### config.mk
export PLATFORM = sky130hd
export DESIGN_NAME = stepper_ctrl_top
export DESIGN_NICKNAME = d
export VERILOG_FILES = /design/src/verilog/host_pkg.sv /design/src/verilog/motion_pkg.sv /design/src/verilog/spi_word_rx.sv /design/src/verilog/cmd_decoder.sv /design/src/verilog/move_profile.sv /design/src/verilog/phase_driver.sv /design/src/verilog/quad_counter.sv /design/src/verilog/stepper_ctrl_top.sv
export SDC_FILE = /design/constraint.sdc
export NUM_CORES = 2
export LEC_CHECK = 0
export ABC_AREA = 0
export BUFFER_PORTS_ARGS = -buffer_cell sky130_fd_sc_hd__buf_2
export CAP_MARGIN = 20
export CORE_ASPECT_RATIO = 1.75
export CORE_MARGIN = 2
export CORE_UTILIZATION = 42
export DETAILED_ROUTE_END_ITERATION = 10
export PLACE_DENSITY = 0.66
export SLEW_MARGIN = 20
export SYNTH_ARGS = -nofsm -noshare
export SYNTH_HDL_FRONTEND = slang
export SYNTH_SLANG_ARGS = --single-unit
### constraint.sdc
create_clock -name CLK -period 17.19 [get_ports CLK]
set_input_delay 0.8595 -clock CLK [delete_from_list [all_inputs] [get_ports CLK]]
set_output_delay 0.8595 -clock CLK [all_outputs]
set_load 0.01 [all_outputs]
### src/verilog/host_pkg.sv
package host_pkg;

  // One SPI frame carries one full word in each direction
  typedef logic [63:0] host_word_t;

  // Command codes found in the top byte of a header word
  typedef enum logic [7:0] {
    CMD_MOVE      = 8'h01,
    CMD_DIVISOR   = 8'h03,
    CMD_MICROSTEP = 8'h04,
    CMD_VERSION   = 8'hFE
  } cmd_code_e;

  // Header layout, code in the MSB byte
  typedef struct packed {
    logic [7:0]  code;
    logic [55:0] payload;  // Move dir in bit 0, divisor or ustep in the low bits
  } host_header_t;

  // Same received word, read as a header or as raw move data
  typedef union packed {
    host_header_t hdr;
    host_word_t   raw;
  } host_rx_u;

  // API version returned for CMD_VERSION
  localparam logic [7:0] VERSION_MAJOR = 8'd1;
  localparam logic [7:0] VERSION_MINOR = 8'd2;
  localparam logic [7:0] VERSION_PATCH = 8'd0;

endpackage

### src/verilog/motion_pkg.sv
package motion_pkg;

  typedef logic [23:0] divisor_t;  // CLK cycles per DDA tick
  typedef logic [1:0]  ustep_t;    // log2 of microsteps per full step

  // Parameters of one coordinated move
  typedef struct packed {
    logic               dir;
    logic [63:0]        duration;   // In ticks
    logic signed [63:0] increment;  // Initial velocity term
    logic signed [63:0] incr_step;  // Added to increment every tick after the first
  } move_cmd_t;

  // Results of the most recent move
  typedef struct packed {
    logic [63:0]        ticks;
    logic [63:0]        steps;
    logic signed [63:0] enc_snapshot;  // Encoder count at the last tick
  } move_stats_t;

  // Removed from the accumulator on every step, close to the int64 max
  localparam logic signed [63:0] STEP_THRESHOLD = 64'sh7FFF_FFFF_FFFF_FF9B;

endpackage

### src/verilog/spi_word_rx.sv
module spi_word_rx import host_pkg::*; (
  input  logic       CLK,
  input  logic       rst_n,
  input  logic       sck,
  input  logic       cs_n,
  input  logic       copi,
  output logic       cipo,
  input  host_word_t tx_word,
  output host_word_t rx_word,
  output logic       rx_valid
);

  logic [2:0] sck_q;  // Two sync stages plus one history stage
  logic [2:0] cs_q;
  logic [1:0] copi_q;  // Same depth as sck_q[1], keeps data aligned to the edge
  logic       sck_rise;
  logic       sck_fall;
  logic       frame_start;
  logic       in_frame;
  logic [6:0] bit_cnt;
  host_word_t rx_shift;
  host_word_t tx_shift;

  assign sck_rise    = sck_q[1] & ~sck_q[2];
  assign sck_fall    = ~sck_q[1] & sck_q[2];
  assign frame_start = ~cs_q[1] & cs_q[2];
  assign in_frame    = ~cs_q[1];
  assign cipo        = tx_shift[63];  // MSB first

  always_ff @(posedge CLK or negedge rst_n) begin
    if (!rst_n) begin
      sck_q  <= '0;
      cs_q   <= '1;  // Bus idles deselected
      copi_q <= '0;
    end else begin
      sck_q  <= {sck_q[1:0], sck};
      cs_q   <= {cs_q[1:0], cs_n};
      copi_q <= {copi_q[0], copi};
    end
  end

  // Bit counting and reply shifting
  always_ff @(posedge CLK or negedge rst_n) begin
    if (!rst_n) begin
      bit_cnt  <= '0;
      rx_valid <= 1'b0;
      tx_shift <= '0;
    end else begin
      rx_valid <= 1'b0;
      if (!in_frame) begin
        bit_cnt <= '0;  // Short frames are simply forgotten
      end else if (sck_rise) begin
        bit_cnt  <= bit_cnt + 7'd1;
        rx_valid <= (bit_cnt == 7'd63);
      end

      if (frame_start) begin
        tx_shift <= tx_word;
      end else if (in_frame && sck_fall) begin
        tx_shift <= {tx_shift[62:0], 1'b0};
      end
    end
  end

  always_ff @(posedge CLK) begin
    if (in_frame && sck_rise) begin
      rx_shift <= {rx_shift[62:0], copi_q[1]};
      if (bit_cnt == 7'd63) begin
        rx_word <= {rx_shift[62:0], copi_q[1]};
      end
    end
  end

  // Host must deassert CS after each 64-bit word
  a_frame_len: assert property (@(posedge CLK) disable iff (!rst_n) bit_cnt <= 7'd64)
    else $error("SPI frame longer than 64 bits");

endmodule

### src/verilog/cmd_decoder.sv
module cmd_decoder import host_pkg::*, motion_pkg::*; #(
  parameter divisor_t DEFAULT_DIVISOR = 24'd40
) (
  input  logic               CLK,
  input  logic               rst_n,
  input  host_word_t         rx_word,
  input  logic               rx_valid,
  input  logic signed [63:0] enc_count,
  input  logic               busy,
  input  move_stats_t        stats,
  output host_word_t         tx_word,
  output move_cmd_t          move_cmd,
  output logic               move_start,
  output divisor_t           divisor,
  output ustep_t             ustep,
  output logic               led
);

  typedef enum logic [2:0] {
    ST_HEADER,
    ST_MOVE1,
    ST_MOVE2,
    ST_MOVE3,
    ST_DISCARD
  } state_e;

  // Which word goes out in the next frame
  typedef enum logic [2:0] {
    RPL_ENC,
    RPL_TICKS,
    RPL_STEPS,
    RPL_SNAP,
    RPL_VERSION
  } reply_e;

  state_e   state;
  reply_e   reply_sel;
  host_rx_u rx_u;

  assign rx_u.raw = rx_word;

  always_ff @(posedge CLK or negedge rst_n) begin
    if (!rst_n) begin
      state      <= ST_HEADER;
      reply_sel  <= RPL_ENC;
      divisor    <= DEFAULT_DIVISOR;
      ustep      <= '0;
      move_start <= 1'b0;
      led        <= 1'b0;
    end else begin
      move_start <= 1'b0;
      if (rx_valid) begin
        led       <= ~led;  // Activity blink per word
        reply_sel <= RPL_ENC;
        case (state)
          ST_HEADER: begin
            case (rx_u.hdr.code)
              CMD_MOVE: begin
                reply_sel <= RPL_TICKS;
                state     <= ST_MOVE1;
              end
              CMD_DIVISOR: begin
                if (rx_u.hdr.payload[23:0] != 24'd0) begin
                  divisor <= rx_u.hdr.payload[23:0];
                end
              end
              CMD_MICROSTEP: ustep <= rx_u.hdr.payload[1:0];
              CMD_VERSION: begin
                reply_sel <= RPL_VERSION;
                state     <= ST_DISCARD;  // Word carrying the version back is a dummy
              end
              default: ;  // Unknown codes ignored
            endcase
          end
          ST_MOVE1: begin
            reply_sel <= RPL_STEPS;
            state     <= ST_MOVE2;
          end
          ST_MOVE2: begin
            reply_sel <= RPL_SNAP;
            state     <= ST_MOVE3;
          end
          ST_MOVE3: begin
            move_start <= ~busy;  // No queue, late moves are lost
            state      <= ST_HEADER;
          end
          default: state <= ST_HEADER;
        endcase
      end
    end
  end

  // Move words are captured as raw data
  always_ff @(posedge CLK) begin
    if (rx_valid) begin
      case (state)
        ST_HEADER: begin
          if (rx_u.hdr.code == CMD_MOVE) begin
            move_cmd.dir <= rx_u.hdr.payload[0];
          end
        end
        ST_MOVE1: move_cmd.duration  <= rx_u.raw;
        ST_MOVE2: move_cmd.increment <= rx_u.raw;
        ST_MOVE3: move_cmd.incr_step <= rx_u.raw;
        default: ;
      endcase
    end
  end

  always_comb begin
    case (reply_sel)
      RPL_TICKS:   tx_word = stats.ticks;
      RPL_STEPS:   tx_word = stats.steps;
      RPL_SNAP:    tx_word = stats.enc_snapshot;
      RPL_VERSION: tx_word = {40'd0, VERSION_MAJOR, VERSION_MINOR, VERSION_PATCH};
      default:     tx_word = enc_count;  // Live encoder position
    endcase
  end

  // A start must never land on a running move
  a_no_start_busy: assert property (@(posedge CLK) disable iff (!rst_n) move_start |-> !busy)
    else $error("move_start while profile busy");

endmodule

### src/verilog/move_profile.sv
module move_profile import motion_pkg::*; (
  input  logic               CLK,
  input  logic               rst_n,
  input  move_cmd_t          move_cmd,
  input  logic               move_start,
  input  divisor_t           divisor,
  input  logic signed [63:0] enc_count,
  output logic               busy,
  output logic               step_pulse,
  output logic               dir,
  output move_stats_t        stats
);

  move_cmd_t          cmd_q;  // Held for the whole move
  divisor_t           clk_cnt;
  logic signed [63:0] incr_r;
  logic signed [63:0] acc;
  logic signed [63:0] incr_next;
  logic signed [63:0] acc_sum;
  logic               done;
  logic               tick;

  assign done      = stats.ticks >= cmd_q.duration;
  assign tick      = busy && !done && (clk_cnt >= divisor - 24'd1);
  // Second order term, first tick loads the start increment
  assign incr_next = (stats.ticks == 64'd0) ? cmd_q.increment : incr_r + cmd_q.incr_step;
  assign acc_sum   = acc + incr_next;
  assign dir       = cmd_q.dir;

  always_ff @(posedge CLK or negedge rst_n) begin
    if (!rst_n) begin
      cmd_q      <= '0;
      busy       <= 1'b0;
      step_pulse <= 1'b0;
      clk_cnt    <= '0;
      incr_r     <= '0;
      acc        <= '0;
      stats      <= '0;
    end else begin
      step_pulse <= 1'b0;
      if (move_start && !busy) begin
        cmd_q       <= move_cmd;
        busy        <= 1'b1;
        clk_cnt     <= '0;
        acc         <= '0;
        stats.ticks <= '0;
        stats.steps <= '0;
      end else if (busy) begin
        if (done) begin
          busy <= 1'b0;
        end else if (tick) begin
          clk_cnt            <= '0;
          incr_r             <= incr_next;
          stats.ticks        <= stats.ticks + 64'd1;
          stats.enc_snapshot <= enc_count;
          if (acc_sum > 0) begin
            step_pulse  <= 1'b1;
            stats.steps <= stats.steps + 64'd1;
            acc         <= acc_sum - STEP_THRESHOLD;
          end else begin
            acc <= acc_sum;
          end
        end else begin
          clk_cnt <= clk_cnt + 24'd1;
        end
      end
    end
  end

  // Steps only come out of a running move
  a_step_in_move: assert property (@(posedge CLK) disable iff (!rst_n) step_pulse |-> busy)
    else $error("step pulse outside a move");

endmodule

### src/verilog/phase_driver.sv
module phase_driver import motion_pkg::*; #(
  parameter int PWM_BITS = 4
) (
  input  logic   CLK,
  input  logic   rst_n,
  input  logic   step_pulse,
  input  logic   dir,
  input  ustep_t ustep,
  output logic   phase_a1,
  output logic   phase_a2,
  output logic   phase_b1,
  output logic   phase_b2
);

  typedef struct packed {
    logic              neg;   // Current flows 2 to 1
    logic [PWM_BITS:0] duty;  // 2**PWM_BITS is fully on
  } coil_t;

  logic [4:0]          pos;  // 32 positions per electrical turn
  logic [4:0]          pos_a;
  logic [4:0]          pos_delta;
  logic [PWM_BITS-1:0] pwm_cnt;
  coil_t               coil_a;
  coil_t               coil_b;

  // sin(idx * pi/16) for idx 0..8, scaled to the PWM range
  function automatic logic [PWM_BITS:0] quarter_sine(input logic [3:0] idx);
    int q8;
    case (idx)
      4'd0:    q8 = 0;
      4'd1:    q8 = 50;
      4'd2:    q8 = 98;
      4'd3:    q8 = 142;
      4'd4:    q8 = 181;
      4'd5:    q8 = 213;
      4'd6:    q8 = 237;
      4'd7:    q8 = 251;
      default: q8 = 256;
    endcase
    return (PWM_BITS + 1)'(((q8 << PWM_BITS) + 128) >> 8);
  endfunction

  function automatic coil_t coil_drive(input logic [4:0] p);
    coil_t c;
    c.neg  = p[4];  // Second half of the turn
    c.duty = p[3] ? quarter_sine(4'd8 - {1'b0, p[2:0]}) : quarter_sine({1'b0, p[2:0]});
    return c;
  endfunction

  assign pos_delta = 5'd8 >> ustep;
  assign pos_a     = pos + 5'd8;  // Coil A leads by a quarter turn
  assign coil_a    = coil_drive(pos_a);
  assign coil_b    = coil_drive(pos);

  always_ff @(posedge CLK or negedge rst_n) begin
    if (!rst_n) begin
      pos      <= '0;
      pwm_cnt  <= '0;
      phase_a1 <= 1'b0;
      phase_a2 <= 1'b0;
      phase_b1 <= 1'b0;
      phase_b2 <= 1'b0;
    end else begin
      pwm_cnt <= pwm_cnt + 1'b1;
      if (step_pulse) begin
        pos <= dir ? pos + pos_delta : pos - pos_delta;
      end
      phase_a1 <= !coil_a.neg && ({1'b0, pwm_cnt} < coil_a.duty);
      phase_a2 <= coil_a.neg && ({1'b0, pwm_cnt} < coil_a.duty);
      phase_b1 <= !coil_b.neg && ({1'b0, pwm_cnt} < coil_b.duty);
      phase_b2 <= coil_b.neg && ({1'b0, pwm_cnt} < coil_b.duty);
    end
  end

endmodule

### src/verilog/quad_counter.sv
module quad_counter (
  input  logic               CLK,
  input  logic               rst_n,
  input  logic               enc_a,
  input  logic               enc_b,
  output logic signed [63:0] count,
  output logic               fault
);

  logic [1:0] ab_s1;
  logic [1:0] ab_s2;    // Synchronised {a, b}
  logic [1:0] ab_prev;

  always_ff @(posedge CLK or negedge rst_n) begin
    if (!rst_n) begin
      ab_s1   <= '0;
      ab_s2   <= '0;
      ab_prev <= '0;
      count   <= '0;
      fault   <= 1'b0;
    end else begin
      ab_s1   <= {enc_a, enc_b};
      ab_s2   <= ab_s1;
      ab_prev <= ab_s2;
      case ({ab_prev, ab_s2})
        // Forward Gray order 00 01 11 10
        4'b00_01, 4'b01_11, 4'b11_10, 4'b10_00: count <= count + 64'sd1;
        4'b01_00, 4'b11_01, 4'b10_11, 4'b00_10: count <= count - 64'sd1;
        // Both lines moved at once, position lost
        4'b00_11, 4'b11_00, 4'b01_10, 4'b10_01: fault <= 1'b1;
        default: ;  // No change
      endcase
    end
  end

endmodule

### src/verilog/stepper_ctrl_top.sv
module stepper_ctrl_top import host_pkg::*, motion_pkg::*; #(
  parameter divisor_t DEFAULT_DIVISOR = 24'd40,
  parameter int       PWM_BITS        = 4
) (
  input  logic CLK,
  input  logic rst_n,
  input  logic sck,
  input  logic cs_n,
  input  logic copi,
  output logic cipo,
  input  logic enc_a,
  input  logic enc_b,
  output logic phase_a1,
  output logic phase_a2,
  output logic phase_b1,
  output logic phase_b2,
  output logic step,
  output logic dir,
  output logic busy,
  output logic enc_fault,
  output logic led
);

  host_word_t         rx_word;
  host_word_t         tx_word;
  logic               rx_valid;
  move_cmd_t          move_cmd;
  logic               move_start;
  divisor_t           divisor;
  ustep_t             ustep;
  move_stats_t        stats;
  logic signed [63:0] enc_count;

  spi_word_rx u_spi (
    .CLK      (CLK),
    .rst_n    (rst_n),
    .sck      (sck),
    .cs_n     (cs_n),
    .copi     (copi),
    .cipo     (cipo),
    .tx_word  (tx_word),
    .rx_word  (rx_word),
    .rx_valid (rx_valid)
  );

  cmd_decoder #(
    .DEFAULT_DIVISOR (DEFAULT_DIVISOR)
  ) u_decoder (
    .CLK        (CLK),
    .rst_n      (rst_n),
    .rx_word    (rx_word),
    .rx_valid   (rx_valid),
    .enc_count  (enc_count),
    .busy       (busy),
    .stats      (stats),
    .tx_word    (tx_word),
    .move_cmd   (move_cmd),
    .move_start (move_start),
    .divisor    (divisor),
    .ustep      (ustep),
    .led        (led)
  );

  move_profile u_profile (
    .CLK        (CLK),
    .rst_n      (rst_n),
    .move_cmd   (move_cmd),
    .move_start (move_start),
    .divisor    (divisor),
    .enc_count  (enc_count),
    .busy       (busy),
    .step_pulse (step),
    .dir        (dir),
    .stats      (stats)
  );

  phase_driver #(
    .PWM_BITS (PWM_BITS)
  ) u_phase (
    .CLK        (CLK),
    .rst_n      (rst_n),
    .step_pulse (step),
    .dir        (dir),
    .ustep      (ustep),
    .phase_a1   (phase_a1),
    .phase_a2   (phase_a2),
    .phase_b1   (phase_b1),
    .phase_b2   (phase_b2)
  );

  quad_counter u_encoder (
    .CLK   (CLK),
    .rst_n (rst_n),
    .enc_a (enc_a),
    .enc_b (enc_b),
    .count (enc_count),
    .fault (enc_fault)
  );

endmodule

==> impl_metrics.py <==
metrics = {
    "global_route": {
        "grt.overflow.total": 0,
        "grt_pass1_wl_um": 266000,
        "grt.total_usage_pct": 23.6,
        "grt_pass1_vias": 47000,
        "antenna_found_initial": 3,
        "grt_max_degree": 168,
    },
    "yosys": {
        "ys_ff_latch": 1057,
        "syn_nets": 6657,
        "synth.distinct_cells": 102,
        "ys_warn_count": 0,
        "synth.avg_cell_area_um2": 9.26,
        "synth_edf_count": 320,
        "ys_seq_area_share_pct": 47.8,
        "syn-instance-count": 6344,
        "netlist_area_um2": 58700,
        "synthArstFlopShare_pct": 69.7,
        "synth_ff_type": "dfrtp_1",
    },
    "critical_path": {
        "startpoint_type": "register",
        "end_kind": "register",
        "crit_fanout": 47,
        "r2r-start": "u_profile.incr_r[0]",
        "arrival_ps": 10990,
        "crit_slowest_cell": "xnor2_1",
        "worstSetupPathType": "register to register",
        "max_stage_delay_ps": 740,
        "timing.rr.end": "u_profile.stats[67]",
        "rr_worst_depth": 31,
        "crit_required_ps": 17790,
        "r2r_slack_ps": 6800,
        "path_common_cell": "a221oi_1",
    },
    "outcome": {
        "status": "complete, no violations",
    },
    "die": {
        "die_area_um2": 143000,
        "io_pins": 17,
        "core_um2": 139000,
        "die_width_um": 287,
        "num_rows": 181,
        "die_h_um": 499,
        "start_util_pct": 42.3,
    },
    "clock_network": {
        "clk_pin_slew_ps": 70,
        "cts_resized": 0,
        "clock-root-buffer": "clkbuf_16",
        "postCtsSetupRepairBufs": 0,
        "cts_tree": "built",
        "cts_buffers": 96,
        "holdBufCountCts": 0,
        "cts_htree_levels": 3,
        "clk_latency_ps": 740,
        "clock-sinks": 1057,
        "clk_path_buf_depth": 3,
    },
    "sta": {
        "skew_ps": 44.9,
        "period_minus_slack_ps": 10390,
        "layout_setup_ws_ps": 6800,
        "fin_tns_setup_ps": 0,
        "period_share_pct": 60.4,
        "drv_slew": 0,
        "slew-limit-headroom_pct": 20.3,
        "hold_viol_final": 0,
        "max_freq_mhz": 96.3,
        "rsz0062_at_grt": "false",
        "worstMarginPinSlew_ps": 1190,
        "setup_viol": 0,
    },
    "routing": {
        "drt-total-wl_um": 170000,
        "num_vias": 46700,
        "drc": 0,
        "drt_pass1_iterations": 6,
        "via_per_inst": 5.75,
        "wl_per_cell_um": 21.0,
        "drtIter0Drc": 3334,
        "antenna_left": 0,
    },
    "cells_and_area": {
        "mostFrequentLayoutCells": "nand2_1, dfrtp_1, nor2_1",
        "layout-drive-gt1-share_pct": 6.15,
        "layout_commonest_cell": "nand2_1",
        "layout.cells.non_filler": 8121,
        "fin_nets": 6519,
        "fin_util_pct": 46.1,
        "syn_to_final_growth_pct": 8.84,
        "nFillCells": 13000,
    },
    "placed_design": {
        "globalplace.congestion": 0.980,
        "port_buffers": 16,
        "placedCellCount": 7938,
        "pre_cts_ws_ps": 6940,
        "post-dp-hpwl_um": 124000,
    },
    "power_and_ir_drop": {
        "irDropWorstVdd_mv": 0.0931,
        "power.total_mw": 5.99,
        "p_per_area_nw_per_um2": 93.7,
        "power_leakage_nw": 27.9,
    },
    "job": {
        "cap_violations": 0,
    },
    "worst_hold_path": {
        "hold_class": "input pin to asynchronous set/reset pin",
    },
}
sequential cells by signal (all words and copies together), names as in the netlist, 63 cells and up:
register and count:
u_profile.stats 192, u_profile.incr_r 64, u_spi.rx_word 64, u_profile.cmd_q 192, u_decoder.move_cmd 193, u_profile.acc 64, u_encoder.count 64, u_spi.tx_shift 64
u_spi.rx_shift 63
metal layers:
layer  wire length (um)  track usage [%]  vias to the layer above
li1                   -                -                    22300
met1              61500             24.7                    22700
met2              89300             43.5                     1274
met3               6430             2.71                      491
met4              12900             16.3                        0
met5                  0                0                        -
synth_stat cells (84+ instances only):
| cell | instances | area share, % |
|---|---|---|
| nand2_1 | 1287 | 8.2 |
| xnor2_1 | 201 | 3.0 |
| nor4_1 | 107 | 1.1 |
| inv_1 | 185 | 1.2 |
| a21oi_1 | 388 | 3.3 |
| a31oi_1 | 96 | 1.0 |
| nand4_1 | 106 | 1.1 |
| o21ai_0 | 330 | 2.8 |
| nand3_1 | 187 | 1.6 |
| clkbuf_1 | 277 | 1.8 |
| dfrtp_1 | 732 | 31 |
| xor2_1 | 114 | 1.7 |
| a21o_1 | 137 | 1.8 |
| nor2_1 | 501 | 3.2 |
| ha_1 | 302 | 6.4 |
| nor3_1 | 126 | 1.1 |
| mux2i_1 | 84 | 1.4 |
| edfxtp_1 | 320 | 16 |
cells by family (layout without fill, tap and decap cells):
kind of cell             count (synthesis)  count (layout)  synth area share [%]
AND/OR/NAND/NOR                       2652            2652                  20.3
AO/OA/AOI/OAI                         1367            1367                  14.9
multiplexers                           128             128                  2.27
other                                    0               1                     0
buffers and inverters                  519             465                  3.47
adder cells (fa/ha/maj)                306             306                  6.57
XOR/XNOR                               315             315                  4.70
flip-flops                            1057            1057                  47.8
where the power goes:
group / switching [mW] / internal, mW
logic: 0.509 / 0.360
registers: 0.128 / 2.70
clock network: 1.04 / 1.24
stage by stage:
step                hold slack (ps)  instance area, um2
floorplan                       331               58700
global placement                337               60500
detailed placement              340               60600
CTS                             183               63900
global route                    213               63900
finish                          163               63900
how the worst max path moves through the flow:
stage	start	depth (start not counted)	slack (ps)	end
after detailed placement	u_profile.incr_r[0]	30	6940	u_profile.stats[68]
final	u_profile.incr_r[0]	31	6800	u_profile.stats[67]
after floorplan	u_profile.incr_r[0]	31	9700	u_profile.stats[106]
after CTS	u_profile.incr_r[0]	30	6920	u_profile.stats[70]
after global placement	u_profile.incr_r[0]	29	6890	u_profile.acc[8]
after global routing	u_profile.incr_r[0]	31	6260	u_profile.stats[70]
final cells by class:
| type | instances | area [um2] | share of cell area [%] |
|---|---|---|---|
| Antenna cell | 1 | 2.50 | 0.00391 |
| Clock buffer | 134 | 2700 | 4.22 |
| Clock inverter | 48 | 649 | 1.02 |
| Inverter | 187 | 702 | 1.10 |
| Multi-Input combinational cell | 4768 | 28800 | 45.1 |
| Sequential cell | 1057 | 28100 | 43.9 |
| Tap cell | 1830 | 2290 | 3.58 |
| Timing Repair Buffer | 96 | 718 | 1.12 |
worst max-delay path: cells and delay by family (launching register included):
family,cells,cell delay (ps)
buffers and inverters,3,1030
adders and majority gates,3,1180
AOI/OAI and AO/OA,13,4480
DFF,1,380
and+or+nand+nor,10,2230
xor gates and xnor gates,2,910
Power figures use the tool's default switching activity.
